==> src/hdl/panel_cfg.svh <==
// panel geometry and command byte layout for the LED panel controller
// include wherever sizes or field widths are needed
`ifndef PANEL_CFG_SVH
`define PANEL_CFG_SVH

`define PANEL_COLUMNS 128
`define PANEL_ROWS    32

`define COLUMN_BITS   7
`define ROW_BITS      5

`define COLUMN_BYTES  1 // bytes per column field, msb first
`define PIXEL_BYTES   2 // colour bytes, msb first

`define FB_ADDR_BITS  (`ROW_BITS + `COLUMN_BITS) // row above column

`endif

==> src/hdl/panel_pkg.sv <==
// shared Wishbone, fill command and pixel types for the panel controller
`default_nettype none
`include "panel_cfg.svh"

package panel_pkg;

    typedef struct packed {
        logic                        cyc;
        logic                        stb;
        logic                        we;
        logic [`FB_ADDR_BITS-1:0]    adr;
        logic [`PIXEL_BYTES*8-1:0]   dat_w;
    } wb_req_t;

    typedef struct packed {
        logic                        ack;
        logic [`PIXEL_BYTES*8-1:0]   dat_r;
    } wb_rsp_t;

    typedef struct packed {
        logic [`COLUMN_BITS-1:0]     x1;
        logic [`ROW_BITS-1:0]        y1;
        logic [`COLUMN_BITS-1:0]     width;
        logic [`ROW_BITS-1:0]        height;
        logic [`PIXEL_BYTES*8-1:0]   colour;
    } fill_rect_t;

    typedef struct packed {
        logic [4:0] r;
        logic [5:0] g;
        logic [4:0] b;
    } rgb565_t;

    typedef union packed {
        logic [`PIXEL_BYTES*8-1:0]   raw;
        rgb565_t                     rgb;
    } pixel_word_u;

    typedef struct packed {
        logic [`ROW_BITS-1:0]        row;
        logic [`COLUMN_BITS-1:0]     column;
        rgb565_t                     colour;
    } scan_pixel_t;

endpackage

`default_nettype wire

==> src/hdl/fb_arbiter.sv <==
// round-robin arbiter that shares the framebuffer port between the fill walker (m0)
// and the scan reader (m1); the grant moves only while the owner has cyc low
`timescale 1ns/1ps
`default_nettype none

module fb_arbiter
    import panel_pkg::*;
(
    input  wire logic    clk,
    input  wire logic    reset,
    input  wire wb_req_t m0_req,
    input  wire wb_req_t m1_req,
    output wb_rsp_t      m0_rsp,
    output wb_rsp_t      m1_rsp,
    output wb_req_t      s_req,
    input  wire wb_rsp_t s_rsp
);

    logic grant; // 0 fill, 1 scan
    logic granted_cyc;
    logic other_cyc;

    assign granted_cyc = grant ? m1_req.cyc : m0_req.cyc;
    assign other_cyc   = grant ? m0_req.cyc : m1_req.cyc;

    // owner idle and the other side waiting, so hand over
    always_ff @(posedge clk) begin
        if (reset) begin
            grant <= 1'b0;
        end else if (!granted_cyc && other_cyc) begin
            grant <= !grant;
        end
    end

    assign s_req = grant ? m1_req : m0_req;

    assign m0_rsp.ack   = s_rsp.ack && !grant;
    assign m0_rsp.dat_r = s_rsp.dat_r;
    assign m1_rsp.ack   = s_rsp.ack && grant;
    assign m1_rsp.dat_r = s_rsp.dat_r;

    // an access in flight must finish on the master that started it
    assert property (@(posedge clk) disable iff (reset) s_rsp.ack |-> granted_cyc);

endmodule

`default_nettype wire

==> config.mk <==
export PLATFORM = sky130hd
export DESIGN_NAME = fb_arbiter
export DESIGN_NICKNAME = d
export VERILOG_FILES = /design/src/hdl/panel_pkg.sv /design/src/hdl/fb_arbiter.sv
export VERILOG_INCLUDE_DIRS = /design/src /design/src/hdl
export SDC_FILE = /design/constraint.sdc
export NUM_CORES = 1
export LEC_CHECK = 0
export ABC_AREA = 1
export BUFFER_PORTS_ARGS = -buffer_cell sky130_fd_sc_hd__buf_2
export CORE_AREA = 2 2 56 58
export DETAILED_ROUTE_END_ITERATION = 8
export DIE_AREA = 0 0 58 60
export GPL_TIMING_DRIVEN = 0
export PLACE_DENSITY = 0.84
export SYNTH_ARGS = -nofsm -noshare
export SYNTH_HDL_FRONTEND = slang
export SYNTH_SLANG_ARGS = --single-unit
==> constraint.sdc <==
create_clock -name clk -period 2.1 [get_ports clk]
set_clock_uncertainty 0.15 [all_clocks]
set_input_delay 0.21 -clock clk [delete_from_list [all_inputs] [get_ports clk]]
set_output_delay 0.21 -clock clk [all_outputs]
set_load 0.02 [all_outputs]
# ---- After elaboration in Yosys (flattened, before gate mapping)
# Index checks and enable logic that the tools add are counted.
dict set report totals {
  regBits 1
  inputBits 81
  out_inout_bits 65
  word_cells 9
}
dict set report op_classes {
  muxes 3
  reduce_logical 5
}
# op n
set ops {}
lappend ops {{31-bit two-way mux} 1}
lappend ops {{1-bit logical AND} 3}
lappend ops {{1-bit zero test} 2}
lappend ops {{1-bit two-way mux} 2}

# ---- Depth between registers and ports, before layout
dict set report depth {
  ltp_word 3
  depth_mapped 5
  depth_no_buf 4
}

# ---- Worst setup path before layout
# Ideal clock, no wire load.
dict set report synth_path {
  path_type {reg2out}
  from {register grant}
  to {output port m0_rsp[16] (netlist name)}
  arrival_time_ps 849
  t_required_ps 1740
  setup_slack_ps 891
  path_stages_with_launch 4
  path_buffers 2
  cell_sequence {dfxtp_1 buf_6 buf_6 nor2_1}
}
# item line_no
set synth_lines {}
lappend synth_lines {{start: declaration} fb_arbiter.sv:19} ;# logic grant;
lappend synth_lines {{start signal: assignment} fb_arbiter.sv:31} ;# grant <= !grant;
lappend synth_lines {{end: declaration} fb_arbiter.sv:13} ;# output wb_rsp_t m0_rsp,

==> flow_summary.yaml <==
setup_path:
  worstSetupEndpointType: "primary output"
  critical_path.top_delay_family: "buffers and inverters"
  crit_type: "flip-flop to primary output"
  cp_slowest_stage_delay_ns: 0.30
  path_buf_inv: 3
  worstPathCellList: "buf_6 > buf_4 > nand2_1 > nand2_1 > buf_2"
  path_max_fanout: 10
  slowest_stage: "dfxtp_1"
  start_kind: "flip-flop"
  worstPathArrival_ns: 0.90
  crit_top_cell: "nand2_1"
  crit_required_ns: 1.74
layout:
  largest-register: "grant"
  drive_gt1_frac: 0.646
  finalNetCount: 357
  ff_latch_area_um2: 20.0
  area_growth_pct: 90.0
  stdcell_count: 307
  final_common_cell: "buf_2"
  n_antenna_cell: 0
  multi_input_area_um2: 389
  reg_top3: "grant x1"
  post-route-util: 0.500
  final_cell_mix: "buf_2 (129), nand2_1 (86), buf_4 (34)"
  nFillCells: 287
  largest_reg_flops: 1
global_route:
  grt_pass1_wl_um: 3460
  grt_max_degree: 11
  overflow: 0
  grt_use_total: 0.120
  antenna_found_initial: 0
  grt_pass1_vias: 862
drt:
  avgRoutedWirePerCell_um: 8.51
  dr.pass1.iters: 4
  via_per_inst: 3.84
  post-route-drc-count: 0
  wl_um: 2610
  drtAntennaViolNets: 0
  vias: 1180
  dr.first_iter.drc_count: 51
placement:
  dp_cells: 307
  gp_congestion: 0.676
  port_buffers: 129
  dp_hpwl_um: 2320
  dp_slack_ns: 0.823
floorplan:
  io-pin-count: 146
  start_util: 0.263
  die_area_um2: 3480
  num_rows: 20
  die_y_um: 60
  die_w_um: 58
  core_um2: 2900
sta:
  rsz0062_at_grt: "false"
  maxSlewViolCount: 0
  finalCriticalPeriod_ns: 1.26
  period_share: 0.600
  relSlewSlack: 0.914
  finalSetupTns_ns: 0
  worstMarginPinSlew_ns: 0.128
  hold_violations: 0
  timing.fmax_mhz: 794
  layout_setup_ws_ns: 0.841
  setup_viol: 0
clocking:
  clkTransAtPathRegs_ns: 0
  post_cts_resized: 0
  clock_latency_ns: 0
  cts_hold_buf: 0
  post-cts-setup-buffers: 0
power_and_ir_drop:
  p_leak_nw: 1.03
  peakVddDrop_mv: 0.222
  switching_power_w: 0.000230
  p_int_w: 0.000207
  p_comb_frac: 0.951
  p_per_area_nw_per_um2: 302
  power_frac_seq: 0.049
  power_w: 0.000438
  swShare: 0.527
  p_clk_frac: 0
logic_synthesis:
  synth_fp_nets: 226
  syn_area_per_cell_um2: 5.26
  syn_inst: 145
  synth_simple_gate_area_frac: 0.497
  synth_top_family_by_area: "simple AND/OR/NAND/NOR gates"
  synth.yosys.seq_area_share: 0.0262
  synthDistinctLibCells: 12
  synth_compound_area_frac: 0.0131
  synth_xor_area_frac: 0
  mappedNetlistArea_um2: 763
  ys_warn_count: 0
  synthMuxAreaShare: 0
  synthAdderAreaFrac: 0
  ys_seq_elements: 1
worst_hold_path:
  hold_path_class: "primary input to flip-flop"
flow_run:
  cap_violations: 0
outcome:
  status: "completed"
==> metrics by stage <==
stage	instance area, um2	hold slack, ns
floorplan	763	0.204
global placement	1450	0.300
detailed placement	1450	0.305
CTS	1450	0.305
global route	1450	0.346
finish	1450	0.298
==> per-layer routing <==
metal,vias to the layer above,routed length (um),GRT usage,share of wire
met5,-,0,0,0
met4,0,0,0,0
met3,0,276,0.00866,0.11
met2,65,1420,0.256,0.54
met1,464,916,0.134,0.35
li1,651,-,-,-
==> logic make-up (layout without fill, tap and decap cells) <==
family                 Yosys count  after routing
AO/OA/AOI/OAI                    2              2
buffers and inverters           46            175
flip-flops                       1              1
AND/OR/NAND/NOR                 96             96
==> cell type report <==
class	count	share of cell area
multi-input cells	98	0.268
well taps	33	0.0285
inverters	6	0.0190
repair buffers	129	0.445
plain buffers	40	0.225
flip-flops and latches	1	0.0138
==> final timing paths <==
kind	from	to	slack, ns	cells past startpoint
setup / recovery	grant	s_req[14]	0.84	5
hold / removal	reset	grant	0.30	4
setup reg to reg	grant	grant	1.21	4
hold reg to reg	grant	grant	0.48	3
==> power by group through the flow <==
stage | logic [W] | registers (W) | clock network (W)
floorplan | 0.000267 | 0.0000213 | 0
global placement | 0.000415 | 0.0000213 | 0
detailed placement | 0.000420 | 0.0000213 | 0
CTS | 0.000421 | 0.0000213 | 0
global route | 0.000452 | 0.0000213 | 0
finish | 0.000416 | 0.0000213 | 0
==> worst min-delay path: stages <==
cell and delay, ns:
buf_2 0.08, inv_1 0.03, nand2_1 0.05, nor2_1 0.03
==> cell usage after synthesis <==
cell type | instances | area, um2
a21oi_1 | 1 | 5.00
buf_4 | 34 | 255
buf_6 | 5 | 56.3
buf_8 | 1 | 15.0
dfxtp_1 | 1 | 20.0
inv_1 | 5 | 18.8
inv_6 | 1 | 8.76
nand2_1 | 86 | 323
nand2_2 | 7 | 43.8
nand3_1 | 1 | 5.00
nor2_1 | 2 | 7.51
o21ai_0 | 1 | 5.00
No activity file was read; power rests on OpenSTA's default activity.
