===== src/hdl/panel_cfg.svh =====
// panel geometry and command byte layout for the LED panel controller
// include wherever sizes or field widths are needed
`ifndef PANEL_CFG_SVH
`define PANEL_CFG_SVH

`define PANEL_COLUMNS 128
`define PANEL_ROWS    32

`define COLUMN_BITS   7
`define ROW_BITS      5

`define COLUMN_BYTES  1 // bytes per column field, msb first
`define PIXEL_BYTES   2 // colour bytes, msb first

`define FB_ADDR_BITS  (`ROW_BITS + `COLUMN_BITS) // row above column

`endif


===== src/hdl/panel_pkg.sv =====
// shared Wishbone, fill command and pixel types for the panel controller
`default_nettype none
`include "panel_cfg.svh"

package panel_pkg;

    typedef struct packed {
        logic                        cyc;
        logic                        stb;
        logic                        we;
        logic [`FB_ADDR_BITS-1:0]    adr;
        logic [`PIXEL_BYTES*8-1:0]   dat_w;
    } wb_req_t;

    typedef struct packed {
        logic                        ack;
        logic [`PIXEL_BYTES*8-1:0]   dat_r;
    } wb_rsp_t;

    typedef struct packed {
        logic [`COLUMN_BITS-1:0]     x1;
        logic [`ROW_BITS-1:0]        y1;
        logic [`COLUMN_BITS-1:0]     width;
        logic [`ROW_BITS-1:0]        height;
        logic [`PIXEL_BYTES*8-1:0]   colour;
    } fill_rect_t;

    typedef struct packed {
        logic [4:0] r;
        logic [5:0] g;
        logic [4:0] b;
    } rgb565_t;

    typedef union packed {
        logic [`PIXEL_BYTES*8-1:0]   raw;
        rgb565_t                     rgb;
    } pixel_word_u;

    typedef struct packed {
        logic [`ROW_BITS-1:0]        row;
        logic [`COLUMN_BITS-1:0]     column;
        rgb565_t                     colour;
    } scan_pixel_t;

endpackage

`default_nettype wire


===== src/hdl/scan_reader.sv =====
// endless raster read of the framebuffer for panel refresh; each read ack
// becomes one decoded pixel beat with its row and column
`timescale 1ns/1ps
`default_nettype none
`include "panel_cfg.svh"

module scan_reader
    import panel_pkg::*;
(
    input  wire logic    clk,
    input  wire logic    reset,
    output wb_req_t      wb_req,
    input  wire wb_rsp_t wb_rsp,
    output scan_pixel_t  pixel,
    output logic         pixel_valid,
    output logic         frame_start
);

    logic [`FB_ADDR_BITS-1:0] addr;
    logic                     cyc;
    pixel_word_u              word;

    // one read at a time, cyc dropped for a cycle after each ack
    always_ff @(posedge clk) begin
        if (reset) begin
            cyc  <= 1'b0;
            addr <= '0;
        end else if (cyc && wb_rsp.ack) begin
            cyc  <= 1'b0;
            addr <= addr + 1'b1; // wraps at end of frame
        end else begin
            cyc <= 1'b1;
        end
    end

    assign wb_req.cyc   = cyc;
    assign wb_req.stb   = cyc;
    assign wb_req.we    = 1'b0;
    assign wb_req.adr   = addr;
    assign wb_req.dat_w = '0;

    assign word.raw = wb_rsp.dat_r;

    assign pixel.row    = addr[`FB_ADDR_BITS-1 -: `ROW_BITS];
    assign pixel.column = addr[`COLUMN_BITS-1:0];
    assign pixel.colour = word.rgb;

    assign pixel_valid = cyc && wb_rsp.ack;
    assign frame_start = pixel_valid && (addr == '0);

endmodule

`default_nettype wire


===== config.mk =====
export PLATFORM = sky130hd
export DESIGN_NAME = scan_reader
export DESIGN_NICKNAME = d
export VERILOG_FILES = /design/src/hdl/panel_pkg.sv /design/src/hdl/scan_reader.sv
export VERILOG_INCLUDE_DIRS = /design/src /design/src/hdl
export SDC_FILE = /design/constraint.sdc
export NUM_CORES = 1
export LEC_CHECK = 0
export BUFFER_PORTS_ARGS = -buffer_cell sky130_fd_sc_hd__buf_2
export CAP_MARGIN = 20
export CORE_MARGIN = 3
export CORE_UTILIZATION = 42
export DETAILED_ROUTE_END_ITERATION = 10
export PLACE_DENSITY = 0.82
export SLEW_MARGIN = 40
export SYNTH_ARGS = -nofsm -noshare
export SYNTH_HDL_FRONTEND = slang
export SYNTH_SLANG_ARGS = --single-unit

===== constraint.sdc =====
create_clock -name clk -period 3.6 [get_ports clk]
set_input_delay 0.54 -clock clk [delete_from_list [all_inputs] [get_ports clk]]
set_output_delay 0.54 -clock clk [all_outputs]
set_load 0.01 [all_outputs]

### Word-level counts from Yosys, hierarchy flattened

Cells that the tools add are included.

| storage, ports and cells | value |
|---|---|
| flip-flop bits (word level) | 13 |
| latch bits | 0 |
| input bits | 19 |
| ROM bits | 0 |
| memories | 0 |
| output and inout bits | 61 |
| bits in writable memories | 0 |

| operators by class | value |
|---|---|
| magnitude comparators | 0 |
| add/sub/neg operators | 1 |
| shift operators | 0 |
| bitwise logic cells | 0 |
| muxes and demuxes | 1 |
| reduce and logical (&&, ||, !) cells | 3 |
| multiply operators | 0 |
| equal/unequal tests | 0 |
| div/mod/pow operators | 0 |

Operators with widths:

| operator | number |
|---|---|
| $add A12 B1 Y12 const B | 1 |
| $logic_not A12 Y1 | 1 |
| $logic_and A1 B1 Y1 | 2 |
| $mux W1 | 1 |

### Longest topological paths before layout

Gate-level depths: netlist (run 1).

| depth | value |
|---|---|
| depth after elaboration | 2 |
| gate-level depth with buffers | 4 |
| gate-level depth less buffers | 4 |

### Worst setup path after synthesis (run 1)

Ideal clock, no wire load.

| path | value |
|---|---|
| path kind | reg-to-output |
| start | register addr[2] |
| end | output port frame_start |
| path buffers | 0 |
| required time | 3.060 ns |
| arrival | 1.178 ns |
| stages on the path, launching flop included | 3 |
| path slack | 1.882 ns |
| cells stage by stage | dfxtp_1 > or4_1 > nor3_1 |

| between the ends | value |
|---|---|
| word-level cells in the longest chain between the ends | 2 |

RTL lines:

| item | line | text |
|---|---|---|
| from (decl) | scan_reader.sv:19 | `` logic [`FB_ADDR_BITS-1:0] addr; `` |
| from (signal assigned) | scan_reader.sv:30 | `addr <= addr + 1'b1;` |
| $logic_not A12 Y1 | scan_reader.sv:49 | `assign frame_start = pixel_valid && (addr == '0);` |
| $logic_and A1 B1 Y1 | scan_reader.sv:49 |  |
| to (decl) | scan_reader.sv:16 | `output logic frame_start` |

Every way passes these cells.

### Worst setup path after layout (run 1)

| path | value |
|---|---|
| start | register addr[4] |
| end | output port frame_start |

The elaborated chain is that of the path after synthesis.

==> summary.txt, run 1 <==
Yosys
  • Mean Syn Cell Area: ~8.1 um2
  • Yosys top cell by area: sky130_fd_sc_hd__buf_4
  • Top area cells in the synthesized netlist: sky130_fd_sc_hd__buf_4 35%, sky130_fd_sc_hd__dfxtp_1 26%, sky130_fd_sc_hd__or4_1 3.8%
  • Most instantiated flip-flop cell in the synthesis netlist: sky130_fd_sc_hd__dfxtp_1
  • Post-synth cell types: 24
  • Synth top area share: roughly a third
  • Gate Count Post-Synth: 123
  • Most instantiated library cell after synthesis: sky130_fd_sc_hd__buf_4
  • Share of the yosys chip area belonging to registers: between 20% and 30%
  • Synthesized flop and latch total: 13
  • Share of flip-flops with an asynchronous set or reset after synthesis: 0%
  • Ys Warns: 0
  • Post-Syn Area: approximately 0.001 mm2
  • Post-synth top cells: 47 x sky130_fd_sc_hd__buf_4, 13 x sky130_fd_sc_hd__dfxtp_1, 7 x sky130_fd_sc_hd__a21oi_1, 7 x sky130_fd_sc_hd__nor2_1, 6 x sky130_fd_sc_hd__inv_1
  • Count of flip-flops with a built-in enable after synthesis: 0

GRT
  • Number of global-route vias before repair: 564
  • Number of antenna violations at the first check in global routing: 0
  • Global-route wire length before repair: between 2 and 2.5 mm
  • Global routing usage summed across all routing layers: between 10% and 20%
  • GRT Residual Overflow: 0
  • Largest net degree at the start of global routing: 17

Run
  • Number of maximum-capacitance constraint violations: 0

Clocking
  • CTS tree: done
  • Clock edge transition at the registers on the reported setup and hold paths: ~0.080 ns
  • Cts hold-fix bufs: 0
  • H-tree levels: 1
  • CTS sink cnt: 13
  • Clock Tree Buf Depth: 2
  • Post CTS Setup Buffer Count: 0
  • Clock root buffer master: sky130_fd_sc_hd__clkbuf_4
  • Post-CTS resize count: 0
  • Insertion delay of the later-clocked pin in the worst-skew pair: between 0.2 and 0.3 ns
  • CTS Buf Count: 3

Detailed routing
  • Mean routed wirelength per cell: approximately 11 um
  • Iter 0 DRT Violations: 13
  • Post-DRT Antenna Nets: 0
  • Via density per instance: just under 5
  • Total via count after detailed routing: between 700 and 800
  • Remaining routing DRC violations: 0
  • First-pass detailed-route iteration total: 6
  • Total Wirelength: 1.701 mm

Power and ir drop
  • Part of the power in the clock network: between 30% and 40%
  • Reg power frac: a little under three fifths
  • Worst IR drop on VDD: 150.8 uV
  • Total power per unit cell area: 295.7 mW/mm2
  • Fraction of power spent switching nets: between 20% and 30%
  • Leakage: 0.4451 nW
  • Internal power component: slightly below 200 uW
  • Part of the power in combinational logic: a little over a tenth
  • Total net switching power: a little over 70 uW

Placed design
  • Inst Count DP: roughly 150
  • Final RePlAce weighted congestion: about 0.78
  • Total half-perimeter wirelength after legalization and detailed placement: between 1 and 1.5 mm
  • I/O Buffers: 30

Finish
  • Filler cells: 235
  • Number of nets in the layout: 146
  • Non-filler cells in the finished layout: about 150
  • Ratio of cells with drive above 1 in the final layout: a little under a third
  • Antenna Diode Count: 0
  • Synthesis-to-finish area growth: -9.625%

Worst setup path
  • Crit path required time: approximately 3.1 ns
  • Crit path from: addr[4]
  • Largest fanout on the critical path: 9
  • Arrival time worst endpoint: ~1.5 ns
  • Worst setup SP type: flop
  • Setup crit end kind: primary output
  • Reg-to-Reg Start: addr[1]
  • Capturing element of the worst setup path: frame_start
  • Path depth of the worst reg2reg path: 4
  • Reg2Reg Capture Point: addr[10]
  • Flop2flop setup slack: around 2.0 ns
  • Crit Path Category: reg2out

STA
  • Fmax: about 490 MHz
  • Final slew viol count: 0
  • Final clock skew: between 0.003 and 0.004 ns
  • Minimum clock period: 2.034 ns
  • Total negative slack for setup checks: 0 ns
  • Setup repair after global routing missed its margin: false
  • Setup violation total in the final timing report: 0
  • Final worst path period share: around 56%
  • Total count of hold-check failures in the final report: 0

Floorplanning
  • Top Ports: 80
  • Core Box Area: around 0.0022 mm2
  • Starting utilization of the core area: 44.82%
  • Area of the die: 0.003005 mm2
  • Vertical extent of the die: between 50 and 60 um
  • X dimension of the die: around 55 um
  • Cell row count: 17

Min path
  • Hold Crit Depth: 2
  • Worst hold path type: reg2reg

Run status
  • Outcome: completed
## per-stage QoR
step / power, mW / util [%] / hold slack, ns / cell area, um2 / setup WS (ns)
after CTS: 0.2707 / 40.50 / 0.5444 / 904.6 / 1.551
after global routing: 0.2822 / 40.50 / 0.5737 / 904.6 / 1.469
after global placement: 0.1804 / 39.33 / 0.5103 / 878.3 / 1.910
after floorplan: 0.2072 / - / 0.5291 / 1061 / 1.882
after detailed placement: 0.1810 / 39.33 / 0.5324 / 878.3 / 1.856
final: 0.2675 / 40.50 / 0.5366 / 904.6 / 1.566
## cell families (layout without fill, tap and decap cells)
logic type	after synthesis	count (layout)	synth area share, %
xor+xnor	2	2	1.750
mux	3	3	3.375
compound gates	13	13	7.500
other cells	1	17	0.3746
simple gates	34	34	19.50
fa+ha+maj	2	2	2.500
flops	13	13	26.00
buf+inv	55	40	39.00
## placed cells by master, fill, tap and decap left out, types with 2 or more instances in the layout
master                     count
sky130_fd_sc_hd__mux2_2        3
sky130_fd_sc_hd__or3_1         2
sky130_fd_sc_hd__xnor2_1       2
sky130_fd_sc_hd__nor4_1        4
sky130_fd_sc_hd__nand3_1       4
sky130_fd_sc_hd__o21ai_0       2
sky130_fd_sc_hd__o31ai_1       4
sky130_fd_sc_hd__or4_1         5
sky130_fd_sc_hd__nor2b_1       3
sky130_fd_sc_hd__clkbuf_4      3
sky130_fd_sc_hd__inv_1         6
sky130_fd_sc_hd__dfxtp_1      13
sky130_fd_sc_hd__buf_2        30
sky130_fd_sc_hd__conb_1       17
sky130_fd_sc_hd__nor2_1        7
sky130_fd_sc_hd__ha_1          2
sky130_fd_sc_hd__nand2_1       4
sky130_fd_sc_hd__a21oi_1       7
## per-layer routing
| metal | track usage, % | vias to the layer above | wire, um |
|---|---|---|---|
| met3 | 1.907 | 7 | 203 |
| met5 | 0 | - | 0 |
| li1 | - | 353 | - |
| met1 | 13.98 | 340 | 698 |
| met2 | 18.50 | 51 | 761 |
| met4 | 5.809 | 0 | 38 |
## layout make-up
class | count | area (um2) | share of cell area, %
Tap cell | 28 | 35.03 | 3.873
Clock buffer | 4 | 26.28 | 2.905
Multi-Input combinational cell | 71 | 410.4 | 45.37
Inverter | 6 | 22.52 | 2.490
Timing Repair Buffer | 30 | 150.1 | 16.60
Sequential cell | 13 | 260.3 | 28.77
## worst min-delay path by stage
stage | startpoint | endpoint | slack (ns)
floorplan | cyc | addr[1] | 0.53
global placement | addr[3] | addr[3] | 0.51
detailed placement | addr[3] | addr[3] | 0.53
CTS | addr[3] | addr[3] | 0.54
global route | addr[3] | addr[3] | 0.57
finish | addr[3] | addr[3] | 0.54
## state kept, by name, indices dropped and copies added (netlist names)
register,cells
addr,12
cyc,1
## critical path: stages (launching register included)
cell and delay [ns]:
sky130_fd_sc_hd__dfxtp_1 0.38, sky130_fd_sc_hd__or4_1 0.50, sky130_fd_sc_hd__nor3_1 0.18, sky130_fd_sc_hd__buf_2 0.16
## power groups by stage
stage / Clock (mW) / Combinational (mW) / Sequential (mW)
floorplan: 0 / 0.0544 / 0.153
global placement: 0 / 0.0282 / 0.152
detailed placement: 0 / 0.0285 / 0.152
CTS: 0.0929 / 0.0288 / 0.149
global route: 0.0994 / 0.0331 / 0.150
finish: 0.0895 / 0.0289 / 0.149
Note: power is estimated with default switching activity, not from simulation.
==> inputs of run 2 (changes only) <==
CORE_UTILIZATION = 35   (was 42)
PLACE_DENSITY = 0.73   (was 0.82)
clock period = 1.8 ns   (was 3.6 ns; I/O delays follow)
==> summary.txt, run 2 (synthesis gave the netlist of run 1 again) <==
Run status
  • Outcome: completed

Detailed routing
  • Remaining routing DRC violations: 0
  • Iter 0 DRT Violations: 31
  • First-pass detailed-route iteration total: 4
  • Post-DRT Antenna Nets: 0
  • Total via count after detailed routing: about 730
  • Via density per instance: approximately 4.7
  • Total Wirelength: between 1.5 and 2 mm
  • Mean routed wirelength per cell: roughly 12 um

Clocking
  • Clock Tree Buf Depth: 2
  • Insertion delay of the later-clocked pin in the worst-skew pair: 0.27 ns
  • Cts hold-fix bufs: 0
  • CTS tree: done
  • Clock root buffer master: sky130_fd_sc_hd__clkbuf_4
  • Post CTS Setup Buffer Count: 0
  • CTS sink cnt: 13
  • Clock edge transition at the registers on the reported setup and hold paths: 0.08 ns
  • CTS Buf Count: 3
  • H-tree levels: 1
  • Post-CTS resize count: 0

Floorplanning
  • Area of the die: around 0.0035 mm2
  • X dimension of the die: a little under 60 um
  • Top Ports: 80
  • Core Box Area: about 0.0026 mm2
  • Vertical extent of the die: just under 60 um
  • Starting utilization of the core area: between 30% and 40%
  • Cell row count: 18

GRT
  • Global routing usage summed across all routing layers: roughly a tenth
  • Number of global-route vias before repair: around 600
  • Largest net degree at the start of global routing: 17
  • Global-route wire length before repair: about 2.8 mm
  • GRT Residual Overflow: 0
  • Number of antenna violations at the first check in global routing: 0

Worst setup path
  • Highest cell delay on the worst timing path: 0.54 ns
  • Largest fanout on the critical path: 5
  • Arrival time worst endpoint: ~1.5 ns
  • Crit Path Category: reg2out
  • Crit-path cells: or4_1 > nor3_2 > buf_2
  • Crit path required time: 1.53 ns
  • Critical path's top delay family: simple AND/OR/NAND/NOR gates
  • Buffer and inverter count on the worst path: 1
  • Worst setup SP type: flop
  • Standard cell with the maximum stage delay on the critical path: sky130_fd_sc_hd__or4_1
  • Setup crit end kind: primary output

Finish
  • Ratio of cells with drive above 1 in the final layout: approximately 35%
  • Largest reg by FF count: addr
  • Finished Cell Area: a little over 900 um2
  • Antenna Diode Count: 0
  • Leading registers by flop count: addr (12), cyc (1)
  • Number of nets in the layout: between 100 and 150
  • Max FFs per register: 12
  • Filler cells: 290
  • Most common cell after layout, fill and taps aside: sky130_fd_sc_hd__buf_2
  • Commonest non-fill, non-tap cells in the layout: 30 x sky130_fd_sc_hd__buf_2, 17 x sky130_fd_sc_hd__conb_1, 10 x sky130_fd_sc_hd__dfxtp_1, 7 x sky130_fd_sc_hd__nor2_1, 7 x sky130_fd_sc_hd__a21oi_1
  • Synthesis-to-finish area growth: -7.875%

STA
  • Total negative slack for setup checks: 0 ns
  • Final slew viol count: 0
  • Total count of hold-check failures in the final report: 0
  • Fmax: ~580 MHz
  • Setup repair after global routing missed its margin: false
  • Final clock skew: around 0.0023 ns
  • Fin worst setup slack: roughly 0.066 ns
  • Setup violation total in the final timing report: 0
  • Minimum clock period: ~1.7 ns
  • Final worst path period share: between 90% and 100%

Placed design
  • Total half-perimeter wirelength after legalization and detailed placement: about 1.4 mm
  • I/O Buffers: 30
  • Final RePlAce weighted congestion: roughly 0.81
  • Cell area after placement: around 900 um2
  • Placement-stage worst setup slack: roughly 0.21 ns

Power and ir drop
  • Leakage: approximately 0.45 nW
  • Total power per unit cell area: ~580 mW/mm2
  • Overall power: approximately 530 uW
  • Worst IR drop on VDD: 395.8 uV

Run
  • Number of maximum-capacitance constraint violations: 0

Min path
  • Worst hold path type: in2reg
[run 2: cell counts in the layout (fill, tap and decap cells not counted)]
Identical to the previous run, type by type.
[run 2: report_power, final]
part | internal (mW) | switching [mW]
Clock | 0.0858 | 0.0901
Combinational | 0.0166 | 0.0422
Sequential | 0.292 | 0.00650
Total | 0.394 | 0.139
[run 2: cell type report]
| cell class | instances | area (um2) | area share [%] |
|---|---|---|---|
| sequential | 13 | 264.0 | 28.63 |
| inverter | 6 | 22.52 | 2.442 |
| clock buffer | 4 | 26.28 | 2.849 |
| multi-input combinational | 71 | 421.7 | 45.73 |
| tap | 30 | 37.54 | 4.071 |
| timing repair buffer | 30 | 150.1 | 16.28 |
[run 2: final timing paths]
| path | startpoint | end | slack (ns) | depth (start not counted) |
|---|---|---|---|---|
| max | addr[2] | frame_start | 0.07 | 3 |
| min | wb_rsp[16] | addr[1] | 0.31 | 3 |
| max reg2reg | addr[1] | addr[10] | 0.21 | 4 |
| min reg2reg | addr[3] | addr[3] | 0.53 | 2 |
[run 2: worst register-to-register path, stage by stage (launching register included)]
cell and delay [ns]:
sky130_fd_sc_hd__dfxtp_1 0.43, sky130_fd_sc_hd__ha_1 0.20, sky130_fd_sc_hd__nand3_2 0.14, sky130_fd_sc_hd__nor4_1 0.34
sky130_fd_sc_hd__mux2_2 0.37
[run 2: per-layer routing]
layer	wire length, um	up-vias	global-route usage (%)
met5	0	-	0
met4	20	0	5.178
met3	216	8	3.268
met2	806	43	15.91
met1	746	322	12.94
li1	-	353	-
[run 2: through the flow]
stage,hold WS (ns),instances,utilization [%]
after detailed placement,0.5227,150,34.01
final,0.3135,154,35.60
after global routing,0.3233,154,35.60
after global placement,0.5060,150,34.01
after CTS,0.3041,154,35.02
after floorplan,0.4300,139,-
==> inputs of run 3 (changes only) <==
CORE_UTILIZATION = 40   (was 35)
CTS_BUF_LIST = sky130_fd_sc_hd__clkbuf_4 sky130_fd_sc_hd__clkbuf_8   (was not set)
PLACE_DENSITY = 0.83   (was 0.73)
clock period = 1.9 ns   (was 1.8 ns; I/O delays follow)
==> summary.txt, run 3 (synthesis gave the netlist of run 1 again) <==
Worst setup path
  • Highest cell delay on the worst timing path: around 0.49 ns
  • Largest fanout on the critical path: 9
  • Crit-path cells: or4_1 > nor3_1 > buf_2
  • Setup crit end kind: primary output
  • Critical path's top delay family: simple AND/OR/NAND/NOR gates
  • Standard cell with the maximum stage delay on the critical path: sky130_fd_sc_hd__or4_1
  • Path depth of the worst reg2reg path: 4
  • Worst setup SP type: flop
  • Crit Path Category: reg2out
  • Buffer and inverter count on the worst path: 1
  • Arrival time worst endpoint: approximately 1.5 ns
  • Number of stages on the worst setup path: 3
  • Crit path required time: roughly 1.6 ns

STA
  • Minimum clock period: 1.778 ns
  • Total count of hold-check failures in the final report: 0
  • Fin worst setup slack: 0.1216 ns
  • Setup violation total in the final timing report: 0
  • Total negative slack for setup checks: 0 ns
  • Final clock skew: ~0.0051 ns
  • Fmax: 562.3 MHz
  • Setup repair after global routing missed its margin: false
  • Final worst path period share: between 90% and 100%
  • Final slew viol count: 0

Clocking
  • Clock edge transition at the registers on the reported setup and hold paths: 0.08 ns
  • Post-CTS resize count: 0
  • Clock Tree Buf Depth: 2
  • Insertion delay of the later-clocked pin in the worst-skew pair: 0.28 ns
  • Clock root buffer master: sky130_fd_sc_hd__clkbuf_4
  • CTS tree: done
  • CTS Buf Count: 3
  • Post CTS Setup Buffer Count: 0
  • H-tree levels: 1
  • Cts hold-fix bufs: 0
  • CTS sink cnt: 13

Run
  • Number of maximum-capacitance constraint violations: 0

Floorplanning
  • Top Ports: 80
  • X dimension of the die: 56.03 um
  • Cell row count: 17
  • Area of the die: between 0.003 and 0.004 mm2
  • Core Box Area: roughly 0.0023 mm2
  • Starting utilization of the core area: a little over two fifths
  • Vertical extent of the die: between 50 and 60 um

Detailed routing
  • Remaining routing DRC violations: 0
  • Iter 0 DRT Violations: 14
  • Via density per instance: a little under 5
  • Total via count after detailed routing: 740
  • First-pass detailed-route iteration total: 4
  • Mean routed wirelength per cell: between 10 and 15 um
  • Post-DRT Antenna Nets: 0
  • Total Wirelength: 1.763 mm

Finish
  • Sequential standard cell area: 260.3 um2
  • Largest reg by FF count: addr
  • Most common cell after layout, fill and taps aside: sky130_fd_sc_hd__buf_2
  • Antenna Diode Count: 0
  • Commonest non-fill, non-tap cells in the layout: 30 x sky130_fd_sc_hd__buf_2, 17 x sky130_fd_sc_hd__conb_1, 13 x sky130_fd_sc_hd__dfxtp_1, 7 x sky130_fd_sc_hd__nor2_1, 7 x sky130_fd_sc_hd__a21oi_1
  • Max FFs per register: 12
  • Synthesis-to-finish area growth: -9.250%
  • Ratio of cells with drive above 1 in the final layout: 32.26%
  • Filler cells: approximately 240
  • Leading registers by flop count: addr (12), cyc (1)
  • Number of nets in the layout: around 150
  • Total area of multi-input combinational cells: about 400 um2
  • Finished Cell Area: 908.4 um2

Power and ir drop
  • Worst IR drop on VDD: between 200 and 250 uV
  • Part of the power in the clock network: 35.3%
  • Total power per unit cell area: around 570 mW/mm2
  • Leakage: between 0.4 and 0.5 nW
  • Part of the power in combinational logic: between 10% and 20%
  • Reg power frac: around 54%
  • Total net switching power: ~130 uW
  • Internal power component: roughly 390 uW
  • Fraction of power spent switching nets: 25.67%

Min path
  • Hold Crit Depth: 3
  • Worst hold path type: in2reg

GRT
  • Global routing usage summed across all routing layers: 10.68%
  • GRT Residual Overflow: 0
  • Global-route wire length before repair: 2.642 mm
  • Number of global-route vias before repair: between 500 and 600
  • Largest net degree at the start of global routing: 17
  • Number of antenna violations at the first check in global routing: 0

Placed design
  • Cell area after placement: about 880 um2
  • I/O Buffers: 30
  • Total half-perimeter wirelength after legalization and detailed placement: around 1.3 mm
  • Final RePlAce weighted congestion: 0.7869
  • Placement-stage worst setup slack: 0.3252 ns

Run status
  • Outcome: completed
[run 3: changes by cell type in the layout (fill, tap and decap cells not counted)]
cell / change
sky130_fd_sc_hd__nor3_1: +1
sky130_fd_sc_hd__clkbuf_1: -1
sky130_fd_sc_hd__clkbuf_4: +1
sky130_fd_sc_hd__dfxtp_1: +3
sky130_fd_sc_hd__dfxtp_2: -3
sky130_fd_sc_hd__nor4_2: -1
sky130_fd_sc_hd__nor3_2: -1
sky130_fd_sc_hd__nor4_1: +1
[run 3: power by group through the flow]
stage / sequential [mW] / combinational, mW / clock, mW
after floorplan: 0.290 / 0.103 / 0
after global placement: 0.288 / 0.0533 / 0
after detailed placement: 0.289 / 0.0545 / 0
after CTS: 0.283 / 0.0547 / 0.194
after global routing: 0.284 / 0.0612 / 0.204
final: 0.282 / 0.0551 / 0.184
[run 3: layer usage]
layer / wire [um] / vias up / track usage [%]
met2: 780 / 40 / 16.36
met3: 193 / 9 / 3.480
met5: 0 / - / 0
met4: 48 / 0 / 6.780
li1: - / 351 / -
met1: 741 / 340 / 12.69
[run 3: worst min-delay path: stages]
cell and delay (ns):
sky130_fd_sc_hd__buf_2 0.13, sky130_fd_sc_hd__nand3_1 0.08, sky130_fd_sc_hd__a21oi_1 0.05
[run 3: metrics by stage]
step / power [mW] / hold WS, ns / instances / util, %
2_1_floorplan: 0.3926 / 0.4450 / 139 / -
3_3_place_gp: 0.3416 / 0.5045 / 148 / 38.24
3_5_place_dp: 0.3435 / 0.5343 / 148 / 38.24
4_1_cts: 0.5311 / 0.3012 / 152 / 39.54
5_1_grt: 0.5488 / 0.3339 / 152 / 39.54
6_report: 0.5217 / 0.3044 / 152 / 39.54
[run 3: cell type report]
class                   count  area share (%)
multi-input cells          71           45.18
flip-flops and latches     13           28.65
repair buffers             30           16.53
well taps                  28           3.857
clock buffers               4           3.306
inverters                   6           2.479
[run 3: path summary, 6_finish.rpt]
path / from / end / slack (ns)
setup / recovery: addr[4] / frame_start / 0.12
hold / removal: wb_rsp[16] / addr[1] / 0.30
setup reg to reg: addr[1] / addr[10] / 0.30
hold reg to reg: addr[7] / addr[7] / 0.54
